### src/tcp_notif_macros.svh
`ifndef TCP_NOTIF_MACROS_SVH
`define TCP_NOTIF_MACROS_SVH

// ########################################
// NoC flit geometry
// ########################################
`define NOC_DATA_WIDTH      128
`define XY_WIDTH            8
`define NOC_FBITS_WIDTH     4     // Endpoint select within a tile.
`define MSG_LEN_WIDTH       8     // Flits after the header.
`define MSG_TYPE_WIDTH      8

// ########################################
// Flow and listener table sizing
// ########################################
`define FLOWID_W            6
`define NOTIF_CAM_ENTRIES   8
`define NOTIF_CAM_IDX_W     3

`endif

### src/tcp_notif_pkg.sv
`default_nettype none

`include "tcp_notif_macros.svh"

package tcp_notif_pkg;

    // Connection four-tuple as reported by the TCP engine.
    typedef struct packed {
        logic [31:0]    host_ip;
        logic [31:0]    dest_ip;
        logic [15:0]    host_port;
        logic [15:0]    dest_port;
    } four_tuple_struct;

    // Listener destination tile.
    typedef struct packed {
        logic [`XY_WIDTH-1:0]           dst_x;
        logic [`XY_WIDTH-1:0]           dst_y;
        logic [`NOC_FBITS_WIDTH-1:0]    dst_fbits;
    } tcp_notif_cam_entry;

    // ########################################
    // NoC header
    // ########################################
    typedef struct packed {
        logic [`XY_WIDTH-1:0]           dst_x_coord;
        logic [`XY_WIDTH-1:0]           dst_y_coord;
        logic [`NOC_FBITS_WIDTH-1:0]    dst_fbits;
        logic [`MSG_LEN_WIDTH-1:0]      msg_len;
        logic [`XY_WIDTH-1:0]           src_x_coord;
        logic [`XY_WIDTH-1:0]           src_y_coord;
        logic [`NOC_FBITS_WIDTH-1:0]    src_fbits;
        logic [`MSG_TYPE_WIDTH-1:0]     msg_type;
    } tcp_noc_hdr_core;

    localparam int HDR_PAD_W = `NOC_DATA_WIDTH - $bits(tcp_noc_hdr_core) - `FLOWID_W;

    // Core at the top of the flit, flow id right below it.
    typedef struct packed {
        tcp_noc_hdr_core            core;
        logic [`FLOWID_W-1:0]       flowid;
        logic [HDR_PAD_W-1:0]       padding;
    } tcp_noc_hdr_flit;

    // ########################################
    // Message encodings
    // ########################################
    localparam logic [`MSG_TYPE_WIDTH-1:0]  TCP_NEW_FLOW_NOTIF     = 8'h21;
    localparam logic [`NOC_FBITS_WIDTH-1:0] TCP_RX_APP_NOTIF_FBITS = 4'h3;

endpackage

`default_nettype wire
### src/tcp_app_notif.sv
`default_nettype none
`timescale 1ns/1ps

`include "tcp_notif_macros.svh"

module tcp_app_notif import tcp_notif_pkg::*; #(
     parameter int SRC_X = 0
    ,parameter int SRC_Y = 0
)(
     input  logic                               clk
    ,input  logic                               rst

    ,input  logic                               app_new_flow_val
    ,input  logic   [`FLOWID_W-1:0]             app_new_flow_flowid
    ,input  four_tuple_struct                   app_new_flow_entry
    ,output logic                               app_new_flow_rdy

    ,input  logic                               cfg_wr_val
    ,input  logic   [`NOTIF_CAM_IDX_W-1:0]      cfg_wr_idx
    ,input  logic                               cfg_wr_en_entry
    ,input  logic   [31:0]                      cfg_wr_ip
    ,input  logic   [15:0]                      cfg_wr_port
    ,input  tcp_notif_cam_entry                 cfg_wr_dst

    ,output logic                               notif_noc_val
    ,output logic   [`NOC_DATA_WIDTH-1:0]       notif_noc_data
    ,input  logic                               notif_noc_rdy

    ,output logic   [15:0]                      drop_count
);

    logic   ctrl_datap_store_inputs;
    logic   ctrl_datap_read_cam;
    logic   datap_ctrl_cam_hit;

    tcp_app_notif_ctrl u_ctrl (
         .clk                       (clk)
        ,.rst                       (rst)
        ,.app_new_flow_val          (app_new_flow_val)
        ,.app_new_flow_rdy          (app_new_flow_rdy)
        ,.ctrl_datap_store_inputs   (ctrl_datap_store_inputs)
        ,.ctrl_datap_read_cam       (ctrl_datap_read_cam)
        ,.datap_ctrl_cam_hit        (datap_ctrl_cam_hit)
        ,.notif_noc_val             (notif_noc_val)
        ,.notif_noc_rdy             (notif_noc_rdy)
        ,.drop_count                (drop_count)
    );

    tcp_app_notif_datap #(
         .SRC_X (SRC_X)
        ,.SRC_Y (SRC_Y)
    ) u_datap (
         .clk                       (clk)
        ,.rst                       (rst)
        ,.app_new_flow_flowid       (app_new_flow_flowid)
        ,.app_new_flow_entry        (app_new_flow_entry)
        ,.ctrl_datap_store_inputs   (ctrl_datap_store_inputs)
        ,.ctrl_datap_read_cam       (ctrl_datap_read_cam)
        ,.cfg_wr_val                (cfg_wr_val)
        ,.cfg_wr_idx                (cfg_wr_idx)
        ,.cfg_wr_en_entry           (cfg_wr_en_entry)
        ,.cfg_wr_ip                 (cfg_wr_ip)
        ,.cfg_wr_port               (cfg_wr_port)
        ,.cfg_wr_dst                (cfg_wr_dst)
        ,.datap_ctrl_cam_hit        (datap_ctrl_cam_hit)
        ,.notif_noc_data            (notif_noc_data)
    );

endmodule

`default_nettype wire

### src/tcp_app_notif_cam.sv
`default_nettype none
`timescale 1ns/1ps

`include "tcp_notif_macros.svh"

module tcp_app_notif_cam import tcp_notif_pkg::*; (
     input  logic                               clk
    ,input  logic                               rst

    ,input  logic                               cfg_wr_val
    ,input  logic   [`NOTIF_CAM_IDX_W-1:0]      cfg_wr_idx
    ,input  logic                               cfg_wr_en_entry
    ,input  logic   [31:0]                      cfg_wr_ip
    ,input  logic   [15:0]                      cfg_wr_port
    ,input  tcp_notif_cam_entry                 cfg_wr_dst

    ,input  logic   [31:0]                      dst_addr
    ,input  logic   [15:0]                      dst_port
    ,input  logic                               rd_cam_val

    ,output tcp_notif_cam_entry                 rd_cam_data
    ,output logic                               rd_cam_hit
);

    logic   [`NOTIF_CAM_ENTRIES-1:0]    valid_r;
    logic   [31:0]                      ip_r    [`NOTIF_CAM_ENTRIES];
    logic   [15:0]                      port_r  [`NOTIF_CAM_ENTRIES];
    tcp_notif_cam_entry                 dst_r   [`NOTIF_CAM_ENTRIES];

    logic   [`NOTIF_CAM_ENTRIES-1:0]    match;
    logic                               hit_next;
    logic   [`NOTIF_CAM_IDX_W-1:0]      hit_idx;

    // ########################################
    // Configuration writes
    // ########################################
    always_ff @(posedge clk) begin
        if (rst) begin
            valid_r <= '0;
        end
        else if (cfg_wr_val) begin
            valid_r[cfg_wr_idx] <= cfg_wr_en_entry;   // Zero invalidates.
        end
    end

    always_ff @(posedge clk) begin
        if (cfg_wr_val) begin
            ip_r[cfg_wr_idx]   <= cfg_wr_ip;
            port_r[cfg_wr_idx] <= cfg_wr_port;
            dst_r[cfg_wr_idx]  <= cfg_wr_dst;
        end
    end

    // ########################################
    // Parallel match
    // ########################################
    always_comb begin
        for (int i = 0; i < `NOTIF_CAM_ENTRIES; i++) begin
            match[i] = valid_r[i] && (ip_r[i] == dst_addr) && (port_r[i] == dst_port);
        end
    end

    // Walk down so the lowest match is assigned last.
    always_comb begin
        hit_next = 1'b0;
        hit_idx  = '0;
        for (int i = `NOTIF_CAM_ENTRIES - 1; i >= 0; i--) begin
            if (match[i]) begin
                hit_next = 1'b1;
                hit_idx  = i[`NOTIF_CAM_IDX_W-1:0];
            end
        end
    end

    always_ff @(posedge clk) begin
        if (rst) begin
            rd_cam_hit <= 1'b0;
        end
        else if (rd_cam_val) begin
            rd_cam_hit <= hit_next;
        end
    end

    always_ff @(posedge clk) begin
        if (rd_cam_val) begin
            rd_cam_data <= hit_next ? dst_r[hit_idx] : '0;   // Held until next lookup.
        end
    end

    a_cfg_idx_range: assert property (@(posedge clk) disable iff (rst)
        cfg_wr_val |-> (!$isunknown(cfg_wr_idx) &&
                        (int'(cfg_wr_idx) < `NOTIF_CAM_ENTRIES)));

endmodule

`default_nettype wire

### src/tcp_app_notif_ctrl.sv
`default_nettype none
`timescale 1ns/1ps

module tcp_app_notif_ctrl (
     input  logic           clk
    ,input  logic           rst

    ,input  logic           app_new_flow_val
    ,output logic           app_new_flow_rdy

    ,output logic           ctrl_datap_store_inputs
    ,output logic           ctrl_datap_read_cam
    ,input  logic           datap_ctrl_cam_hit

    ,output logic           notif_noc_val
    ,input  logic           notif_noc_rdy

    ,output logic   [15:0]  drop_count
);

    typedef enum logic [1:0] {
        ST_IDLE     = 2'd0,
        ST_LOOKUP   = 2'd1,
        ST_CHECK    = 2'd2,
        ST_SEND     = 2'd3
    } state_e;

    state_e state_r;
    state_e state_next;
    logic   drop_inc;

    always_ff @(posedge clk) begin
        if (rst) begin
            state_r <= ST_IDLE;
        end
        else begin
            state_r <= state_next;
        end
    end

    // ########################################
    // Sequencing
    // ########################################
    always_comb begin
        state_next              = state_r;
        app_new_flow_rdy        = 1'b0;
        ctrl_datap_store_inputs = 1'b0;
        ctrl_datap_read_cam     = 1'b0;
        notif_noc_val           = 1'b0;
        drop_inc                = 1'b0;
        case (state_r)
            ST_IDLE: begin
                app_new_flow_rdy = 1'b1;
                if (app_new_flow_val) begin
                    ctrl_datap_store_inputs = 1'b1;   // Capture on this edge.
                    state_next              = ST_LOOKUP;
                end
            end
            ST_LOOKUP: begin
                ctrl_datap_read_cam = 1'b1;
                state_next          = ST_CHECK;
            end
            ST_CHECK: begin
                // Result registered last cycle, so send or drop right away.
                if (datap_ctrl_cam_hit) begin
                    notif_noc_val = 1'b1;
                    state_next    = notif_noc_rdy ? ST_IDLE : ST_SEND;
                end
                else begin
                    drop_inc   = 1'b1;
                    state_next = ST_IDLE;
                end
            end
            ST_SEND: begin
                notif_noc_val = 1'b1;
                if (notif_noc_rdy) begin
                    state_next = ST_IDLE;
                end
            end
            default: state_next = ST_IDLE;
        endcase
    end

    always_ff @(posedge clk) begin
        if (rst) begin
            drop_count <= '0;
        end
        else if (drop_inc && (drop_count != '1)) begin
            drop_count <= drop_count + 16'd1;   // Saturates.
        end
    end

    a_noc_val_hold: assert property (@(posedge clk) disable iff (rst)
        (notif_noc_val && !notif_noc_rdy) |=> notif_noc_val);

    // Lookup must use the tuple captured on the previous edge.
    a_store_then_read: assert property (@(posedge clk) disable iff (rst)
        ctrl_datap_store_inputs |=> (ctrl_datap_read_cam && !ctrl_datap_store_inputs));

endmodule

`default_nettype wire

### src/tcp_app_notif_datap.sv
`default_nettype none
`timescale 1ns/1ps

`include "tcp_notif_macros.svh"

module tcp_app_notif_datap import tcp_notif_pkg::*; #(
     parameter int SRC_X = 0
    ,parameter int SRC_Y = 0
)(
     input  logic                               clk
    ,input  logic                               rst

    ,input  logic   [`FLOWID_W-1:0]             app_new_flow_flowid
    ,input  four_tuple_struct                   app_new_flow_entry

    ,input  logic                               ctrl_datap_store_inputs
    ,input  logic                               ctrl_datap_read_cam

    ,input  logic                               cfg_wr_val
    ,input  logic   [`NOTIF_CAM_IDX_W-1:0]      cfg_wr_idx
    ,input  logic                               cfg_wr_en_entry
    ,input  logic   [31:0]                      cfg_wr_ip
    ,input  logic   [15:0]                      cfg_wr_port
    ,input  tcp_notif_cam_entry                 cfg_wr_dst

    ,output logic                               datap_ctrl_cam_hit
    ,output logic   [`NOC_DATA_WIDTH-1:0]       notif_noc_data
);

    logic   [`FLOWID_W-1:0]     flowid_r;
    four_tuple_struct           tuple_r;
    tcp_notif_cam_entry         cam_dst;
    tcp_noc_hdr_flit            hdr_flit;

    always_ff @(posedge clk) begin
        if (ctrl_datap_store_inputs) begin
            flowid_r <= app_new_flow_flowid;
            tuple_r  <= app_new_flow_entry;
        end
    end

    tcp_app_notif_cam u_cam (
         .clk               (clk)
        ,.rst               (rst)
        ,.cfg_wr_val        (cfg_wr_val)
        ,.cfg_wr_idx        (cfg_wr_idx)
        ,.cfg_wr_en_entry   (cfg_wr_en_entry)
        ,.cfg_wr_ip         (cfg_wr_ip)
        ,.cfg_wr_port       (cfg_wr_port)
        ,.cfg_wr_dst        (cfg_wr_dst)
        ,.dst_addr          (tuple_r.host_ip)     // Local socket side.
        ,.dst_port          (tuple_r.host_port)
        ,.rd_cam_val        (ctrl_datap_read_cam)
        ,.rd_cam_data       (cam_dst)
        ,.rd_cam_hit        (datap_ctrl_cam_hit)
    );

    // ########################################
    // Header flit
    // ########################################
    always_comb begin
        hdr_flit                  = '0;
        hdr_flit.core.dst_x_coord = cam_dst.dst_x;
        hdr_flit.core.dst_y_coord = cam_dst.dst_y;
        hdr_flit.core.dst_fbits   = cam_dst.dst_fbits;
        hdr_flit.core.msg_len     = '0;     // Header only.
        hdr_flit.core.src_x_coord = SRC_X[`XY_WIDTH-1:0];
        hdr_flit.core.src_y_coord = SRC_Y[`XY_WIDTH-1:0];
        hdr_flit.core.src_fbits   = TCP_RX_APP_NOTIF_FBITS;
        hdr_flit.core.msg_type    = TCP_NEW_FLOW_NOTIF;
        hdr_flit.flowid           = flowid_r;
    end

    assign notif_noc_data = hdr_flit;

endmodule

`default_nettype wire

### config.mk
export PLATFORM = sky130hd
export DESIGN_NAME = tcp_app_notif
export DESIGN_NICKNAME = d
export VERILOG_FILES = /design/src/tcp_notif_pkg.sv /design/src/tcp_app_notif.sv /design/src/tcp_app_notif_cam.sv /design/src/tcp_app_notif_ctrl.sv /design/src/tcp_app_notif_datap.sv
export VERILOG_INCLUDE_DIRS = /design/src
export SDC_FILE = /design/constraint.sdc
export NUM_CORES = 1
export LEC_CHECK = 0
export ABC_CLOCK_PERIOD_IN_PS = 17200
export BUFFER_PORTS_ARGS = -buffer_cell sky130_fd_sc_hd__buf_2
export CAP_MARGIN = 10
export CORE_AREA = 2 2 237 332
export DETAILED_ROUTE_END_ITERATION = 10
export DIE_AREA = 0 0 239 334
export PLACE_DENSITY = 0.59
export SYNTH_ARGS = -nofsm -noshare
export SYNTH_HDL_FRONTEND = slang
export SYNTH_SLANG_ARGS = --single-unit
### constraint.sdc
create_clock -name clk -period 17.2 [get_ports clk]
set_input_delay 0.86 -clock clk [delete_from_list [all_inputs] [get_ports clk]]
set_output_delay 0.86 -clock clk [all_outputs]
set_load 0.05 [all_outputs]
# Yosys cells after proc, flatten, opt, wreduce, memory -nomap -nowiden
# Memory sizes are Yosys's and may differ from the RTL's. A register that Yosys moved wholly into a read port is not among the register bits.
# Cells that the tools add are included.
# totals
inputBits	179
mem_bits_rw	544
mem_count	3
elab_cells	90
romBits	0
register_bits	81
latchBits	0
# op_classes
n_eq_ne	22
n_bitwise	0
n_reduce_logical	21
n_shift	0
addsub	1
mul	0
n_div	0
order_cmp	2
mux	34
# memory_table
name	words	width	rd	rd_clocked_by_memory_dff	wr	line	text
u_datap.u_cam.ip_r	8	32	8	0	1	tcp_app_notif_cam.sv:26	logic [31:0] ip_r [`NOTIF_CAM_ENTRIES];
u_datap.u_cam.dst_r	8	20	1	1	1	tcp_app_notif_cam.sv:28	tcp_notif_cam_entry dst_r [`NOTIF_CAM_ENTRIES];
u_datap.u_cam.port_r	8	16	8	0	1	tcp_app_notif_cam.sv:27	logic [15:0] port_r [`NOTIF_CAM_ENTRIES];
# op_table
op	count
32-bit == test	8
16-bit == test	8
3-bit 2-to-1 mux	8
1-bit logical AND	18
1-bit 2-to-1 mux	18
16-bit by 1-bit adder with 16-bit output (second input constant)	1
16-bit != test (second input constant)	1
8-bit bitwise mux	1
2-bit 2-to-1 mux	4
2-bit one-hot mux with 4 select lines	1
2-bit == test (second input constant)	2
3-bit by 4-bit < comparator with 1-bit output (second input constant)	1
2-bit != test (second input constant)	2
1-bit demux with 3-bit select	1
3-bit by 1-bit greater-or-equal comparator with 1-bit output (second input constant)	1
2-bit by 1-bit == test with 1-bit output (second input constant)	1
2-bit logical NOT	1
1-bit one-hot mux with 2 select lines	1
2-bit AND reduction	1
1-bit logical NOT	1

# Longest topological paths before layout
# An unclocked memory read counts as a cell.
# logic_depth
word_depth	13
depth_mapped	14
depth_no_buf	11

# Cells and area by module
# Synthesis repeated with hierarchy kept, for this count alone.
# unflattened
cells_unflattened	1670
area_unflattened_um2	26695.6
# by_module_without_submodules
mod	n_inst	seq_area_each_um2	cells_per_inst	area_each_um2
tcp_app_notif_cam	1	17116.4	1397	23346.1
tcp_app_notif_datap	1	1621.6	158	2394.8
tcp_app_notif_ctrl	1	360.3	115	954.7

# Worst setup path before layout
# Ideal clock, no wire load.
# synth_timing
path_kind	input to register
start	in cfg_wr_idx[0]
end	reg u_datap.u_cam.valid_r[0]
t_arrival_ps	6306
t_required_ps	17072
path_buffers	0
setup_ps	128
cell_stages	4
slack_ps	10767
cell_sequence	nand2b_1 nor3_1 mux2i_1 nor2_1
# synth_via
elab_chain_cells	5
elab_cells_between_ends	6
classes_between	2 x order compare; 3 x mux; 1 x reduce/logical
# synth_lines
element	line	text
start, declared	tcp_app_notif.sv:19	,input logic [`NOTIF_CAM_IDX_W-1:0] cfg_wr_idx
3-bit by 4-bit < comparator with 1-bit output (implied by the code) or 3-bit by 1-bit greater-or-equal comparator with 1-bit output (tied branches)	tcp_app_notif_cam.sv:42	valid_r[cfg_wr_idx] <= cfg_wr_en_entry;
1-bit logical AND (implied by the code)	tcp_app_notif_cam.sv:42	
1-bit 2-to-1 mux (implied by the code)	tcp_app_notif_cam.sv:42	
1-bit demux with 3-bit select *	tcp_app_notif_cam.sv:42	
8-bit bitwise mux *	tcp_app_notif_cam.sv:42	
end signal, assigned by index	tcp_app_notif_cam.sv:42	
end, declared	tcp_app_notif_cam.sv:25	logic [`NOTIF_CAM_ENTRIES-1:0] valid_r;
# Mark *: on every way between the ends. The rest lies on a longest branch, timed or not.
# A chain may end at the register's enable or synchronous reset.

# Worst setup path in the final report
# layout_timing
start	reg u_datap.tuple_r[71] (netlist name)
end	reg, netlist name u_datap.u_cam.rd_cam_data[5]
# layout_via
elab_chain_cells	12
elab_cells_between_ends	41
classes_between	8 x eq/ne; 16 x mux; 17 x reduce/logical
# layout_lines
element	line	text
start, declared	tcp_app_notif_datap.sv:31	four_tuple_struct tuple_r;
start signal, assigned	tcp_app_notif_datap.sv:38	tuple_r <= app_new_flow_entry;
32-bit == test	tcp_app_notif_cam.sv:59	match[i] = valid_r[i] && (ip_r[i] == dst_addr) && (port_r[i] == dst_port);
1-bit logical AND (2 in a row)	tcp_app_notif_cam.sv:59	
1-bit 2-to-1 mux (8 in a row)	tcp_app_notif_cam.sv:68	if (match[i]) begin
1-bit logical NOT (no line)	n/a	
# Parallel ways exist; a longest one is shown, timed or not.

==> impl.org <==
** Pwr
- The analysis attributes to cell leakage a power of 10.0 nW.
- Dividing total power by cell area gives a power density of 115 nW/µm².
- Max VDD drop :: between 0.06 and 0.07 mV

** Job
- Max capacitance violation total :: 0

** Worst setup path
- Data on the critical path is required at its endpoint by 17.53 ns.
- Kind of launch point of the worst setup path :: register
- STA classifies the critical path endpoint as a register.
- In this run the worst setup path begins at u_datap.tuple_r[71].
- Data arrival, critical path :: 5.31 ns
- Critical path fanouts, max :: between 50 and 60
- CP Class :: reg2reg
- Launching point of the worst reg2reg path :: u_datap.tuple_r[71]

** GRT
- All-Layer GR Usage :: 0.185
- Met3 usage :: 0.0258
- The number of antenna violations at the first check in global routing was 5.
- Met1 Resource Use GR :: 0.223
- For this run, global-route usage on met2 was measured as 0.327.
- met2 is the most crowded layer.
- Total gr overflow :: 0
- The via count of the first global-routing pass was 14206.
- First-pass GRT wire length :: around 100 mm
- Entering global routing, the biggest net connects between 50 and 60 pins.

** Yosys
- Fraction of registers with async set/reset :: 0
- Synth Register Bits :: 645
- The share of the Yosys chip area taken by registers is 0.716.
- In this run the cell area of the synthesized design comes to 26700 µm².
- The synthesized design contains 618 enable-type register cells.
- Synth cell types :: 57
- For this run, the number of Yosys warnings is 0.
- Synthesis handed over a netlist of 1676 instances.
- Main synth FF type :: edfxtp_1
- A synthesized cell averages 15.9 µm².

** Floorplanning
- The initial utilization of the core area, before any placement, comes to 0.345.
- I/O pin count :: 325
- The die covers 79800 µm².
- After floorplanning, the core was divided into 121 placement rows.
- From left edge to right edge, the die measures 239 µm.
- The die is 334 µm tall.
- Core Region :: 77200 µm²

** Detailed routing
- DRC violation total after the first TritonRoute iteration :: 1175
- For this run, design rule violations remaining after detail routing come to 0.
- Post-DRT Antenna Nets :: 0
- For this run, the detailed router's first-pass iteration total came to 5.
- Via density per instance :: 5.04
- Routed WL :: approximately 74 mm
- In the final routed layout, each cell accounts on average for 25.6 µm.
- Via Count :: 14660

** Layout
- In the final layout, the multi-input gates occupy between 6000 and 7000 µm².
- The filler cells instantiated in the layout total 7041.
- The finished layout holds 2907 standard cells, fillers aside.
- At the end of the flow, the number of nets in the layout was between 2000 and 2500.
- Core Util, Final :: 0.393
- Relative to the synthesized area, the layout overhead comes to 13.7%.
- Fraction of final layout cells sized beyond drive strength 1 :: 0.163
- Area occupied by registers :: between 15000 and 20000 µm²

** Timing
- Pins Over Slew Limit :: 0
- The number of hold violations in the final report came to 0.
- Worst setup skew after layout :: 0.0263 ns
- Timing would allow up to 0.201 GHz.
- Of the available clock period, the critical path in the final layout requires 0.290.
- Setup violations remaining at the end of the flow were counted as 0.
- Rel. slew slack :: 0.208
- Min setup slack post-route :: 12.22 ns
- Final worst path period need :: 4.98 ns
- Adding up every negative setup slack in the final design gives 0 ns.
- Setup repair after global routing missed its margin :: no
- Slew at the pin closest to its max-slew limit :: 1.18 ns

** Placement
- # placed instances :: between 2000 and 3000
- Number of buffers added on ports :: approximately 170
- Placement Setup Slack :: around 12 ns
- HPWL after detailed placement :: between 50 and 60 mm
- Routability-driven placement finished with a final weighted congestion of about 0.85.

** Min path
- In this run the most critical hold path is launched from app_new_flow_entry[70].
- Hold/Removal Path Class :: in2reg

** Clock tree
- Library cell used as clock root buffer :: clkbuf_16
- Clock tree from TritonCTS :: done
- H-Tree Depth :: 3
- Insertion delay to the later sink of the worst-skew pair :: roughly 0.62 ns
- Clock transition time at the flip-flop clock pins of the worst setup and hold paths :: 0.06 ns
- Post-CTS repair timing setup buffer count :: 0
- For this design, the sink count on the clock tree is 645.
- Maximum number of buffers from clock root to sink :: 3
- The number of gates resized after CTS was 0.
- Total of hold buffers inserted after clock tree synthesis :: 0
- Total clock buffers created by CTS :: 68

** Status
- Result of the run :: completed
worst max-delay path, stage by stage (launching register included):
cell	delay, ns
edfxtp_1	0.87
xnor2_1	0.19
nand4_1	0.30
nor4_1	0.65
nand4_1	0.41
a221oi_1	0.49
o21a_4	0.88
a21boi_4	0.42
a221o_1	0.21
a21o_1	0.12
o221ai_1	0.13
synth_stat cells, drive strengths merged (5+ instances only):
library cell,count,share of area
edfxtp,618,0.70
xor2,183,0.060
xnor2,180,0.059
buf,162,0.042
mux2i,60,0.023
nor4,57,0.014
inv,54,0.0076
nand4,51,0.012
nor2,38,0.0053
nand2,29,0.0041
dfxtp,27,0.020
o221ai,23,0.0076
nand3,21,0.0039
o21ai,20,0.0038
a21oi,16,0.0030
o22a,14,0.0046
nor3,13,0.0024
o2bb2ai,12,0.0039
nand2b,11,0.0026
a21o,7,0.0020
clkbuf,7,0.00099
a221o,6,0.0023
nor2b,6,0.0014
o22ai,6,0.0014
a31oi,5,0.0012
nor3b,5,0.0014
o211ai,5,0.0018
flip-flops by register name, summed over array words and instances, names as in the netlist:
| name | cells |
|---|---|
| u_ctrl.state_r | 2 |
| u_datap.u_cam.ip_r | 256 |
| u_datap.u_cam.dst_r | 160 |
| u_datap.u_cam.rd_cam_hit | 1 |
| u_ctrl.drop_count | 16 |
| u_datap.u_cam.port_r | 128 |
| u_datap.u_cam.valid_r | 8 |
| u_datap.tuple_r | 48 |
| u_datap.flowid_r | 6 |
| u_datap.u_cam.rd_cam_data | 20 |
area by class of cell:
cell class,count,area share
multi-input combinational,908,0.220
tap,984,0.0406
sequential,645,0.630
antenna,4,0.000330
clock inverter,43,0.0118
timing repair buffer,189,0.0324
inverter,54,0.00668
clock buffer,80,0.0590
metrics by stage:
stage | power (mW) | instance area (µm²) | hold WS, ns
floorplan | 2.02 | 27000 | 0.450
global placement | 2.10 | 28200 | 0.473
detailed placement | 2.10 | 28200 | 0.476
CTS | 3.53 | 30300 | 0.378
global route | 3.60 | 30300 | 0.394
finish | 3.49 | 30300 | 0.416
cell usage in the layout (no fill, tap or decap), drive strengths merged, types with 5 or more instances in the layout:
cell type    n
a21o         7
a21oi       16
a221o        6
a31oi        5
buf        189
clkbuf      80
clkinv      26
clkinvlp     7
conb       102
dfxtp       27
edfxtp     618
inv         60
mux2i       60
nand2       29
nand2b      11
nand3       21
nand4       51
nor2        38
nor2b        6
nor3        13
nor3b        5
nor4        57
o211ai       5
o21ai       20
o221ai      23
o22a        14
o22ai        6
o2bb2ai     12
xnor2      180
xor2       183
routing by layer:
layer  wire length (µm)  share of wire
met5                 37        0.00050
met4               3240          0.044
met3               4160          0.056
met2              38100           0.51
met1              29000           0.39
path summary, 6_finish.rpt:
| check | endpoint | slack (ns) | cells after the start |
|---|---|---|---|
| max | u_datap.u_cam.rd_cam_data[5] | 12.22 | 10 |
| min reg2reg | u_datap.u_cam.valid_r[2] | 0.48 | 2 |
| min | u_datap.tuple_r[70] | 0.42 | 1 |
| max reg2reg | u_datap.u_cam.rd_cam_data[5] | 12.22 | 10 |
where the power goes:
group	switching, mW	internal [mW]	total (mW)
clock	0.613	0.811	1.42
sequential	0.0570	1.78	1.84
combinational	0.166	0.0620	0.228
total	0.836	2.65	3.49
cell families (layout without fill, tap and decap cells):
kind of cell / count (synthesis) / in the layout / synth area share
AOI/OAI and AO/OA: 135 / 135 / 0.0389
xor gates and xnor gates: 363 / 363 / 0.119
and+or+nand+nor: 247 / 247 / 0.0516
muxes: 60 / 60 / 0.0225
other: 2 / 106 / 0.000282
buffers and inverters: 223 / 366 / 0.0510
adders and majority gates: 1 / 1 / 0.000469
DFF: 645 / 645 / 0.716
Note: power is estimated with default switching activity, not from simulation.
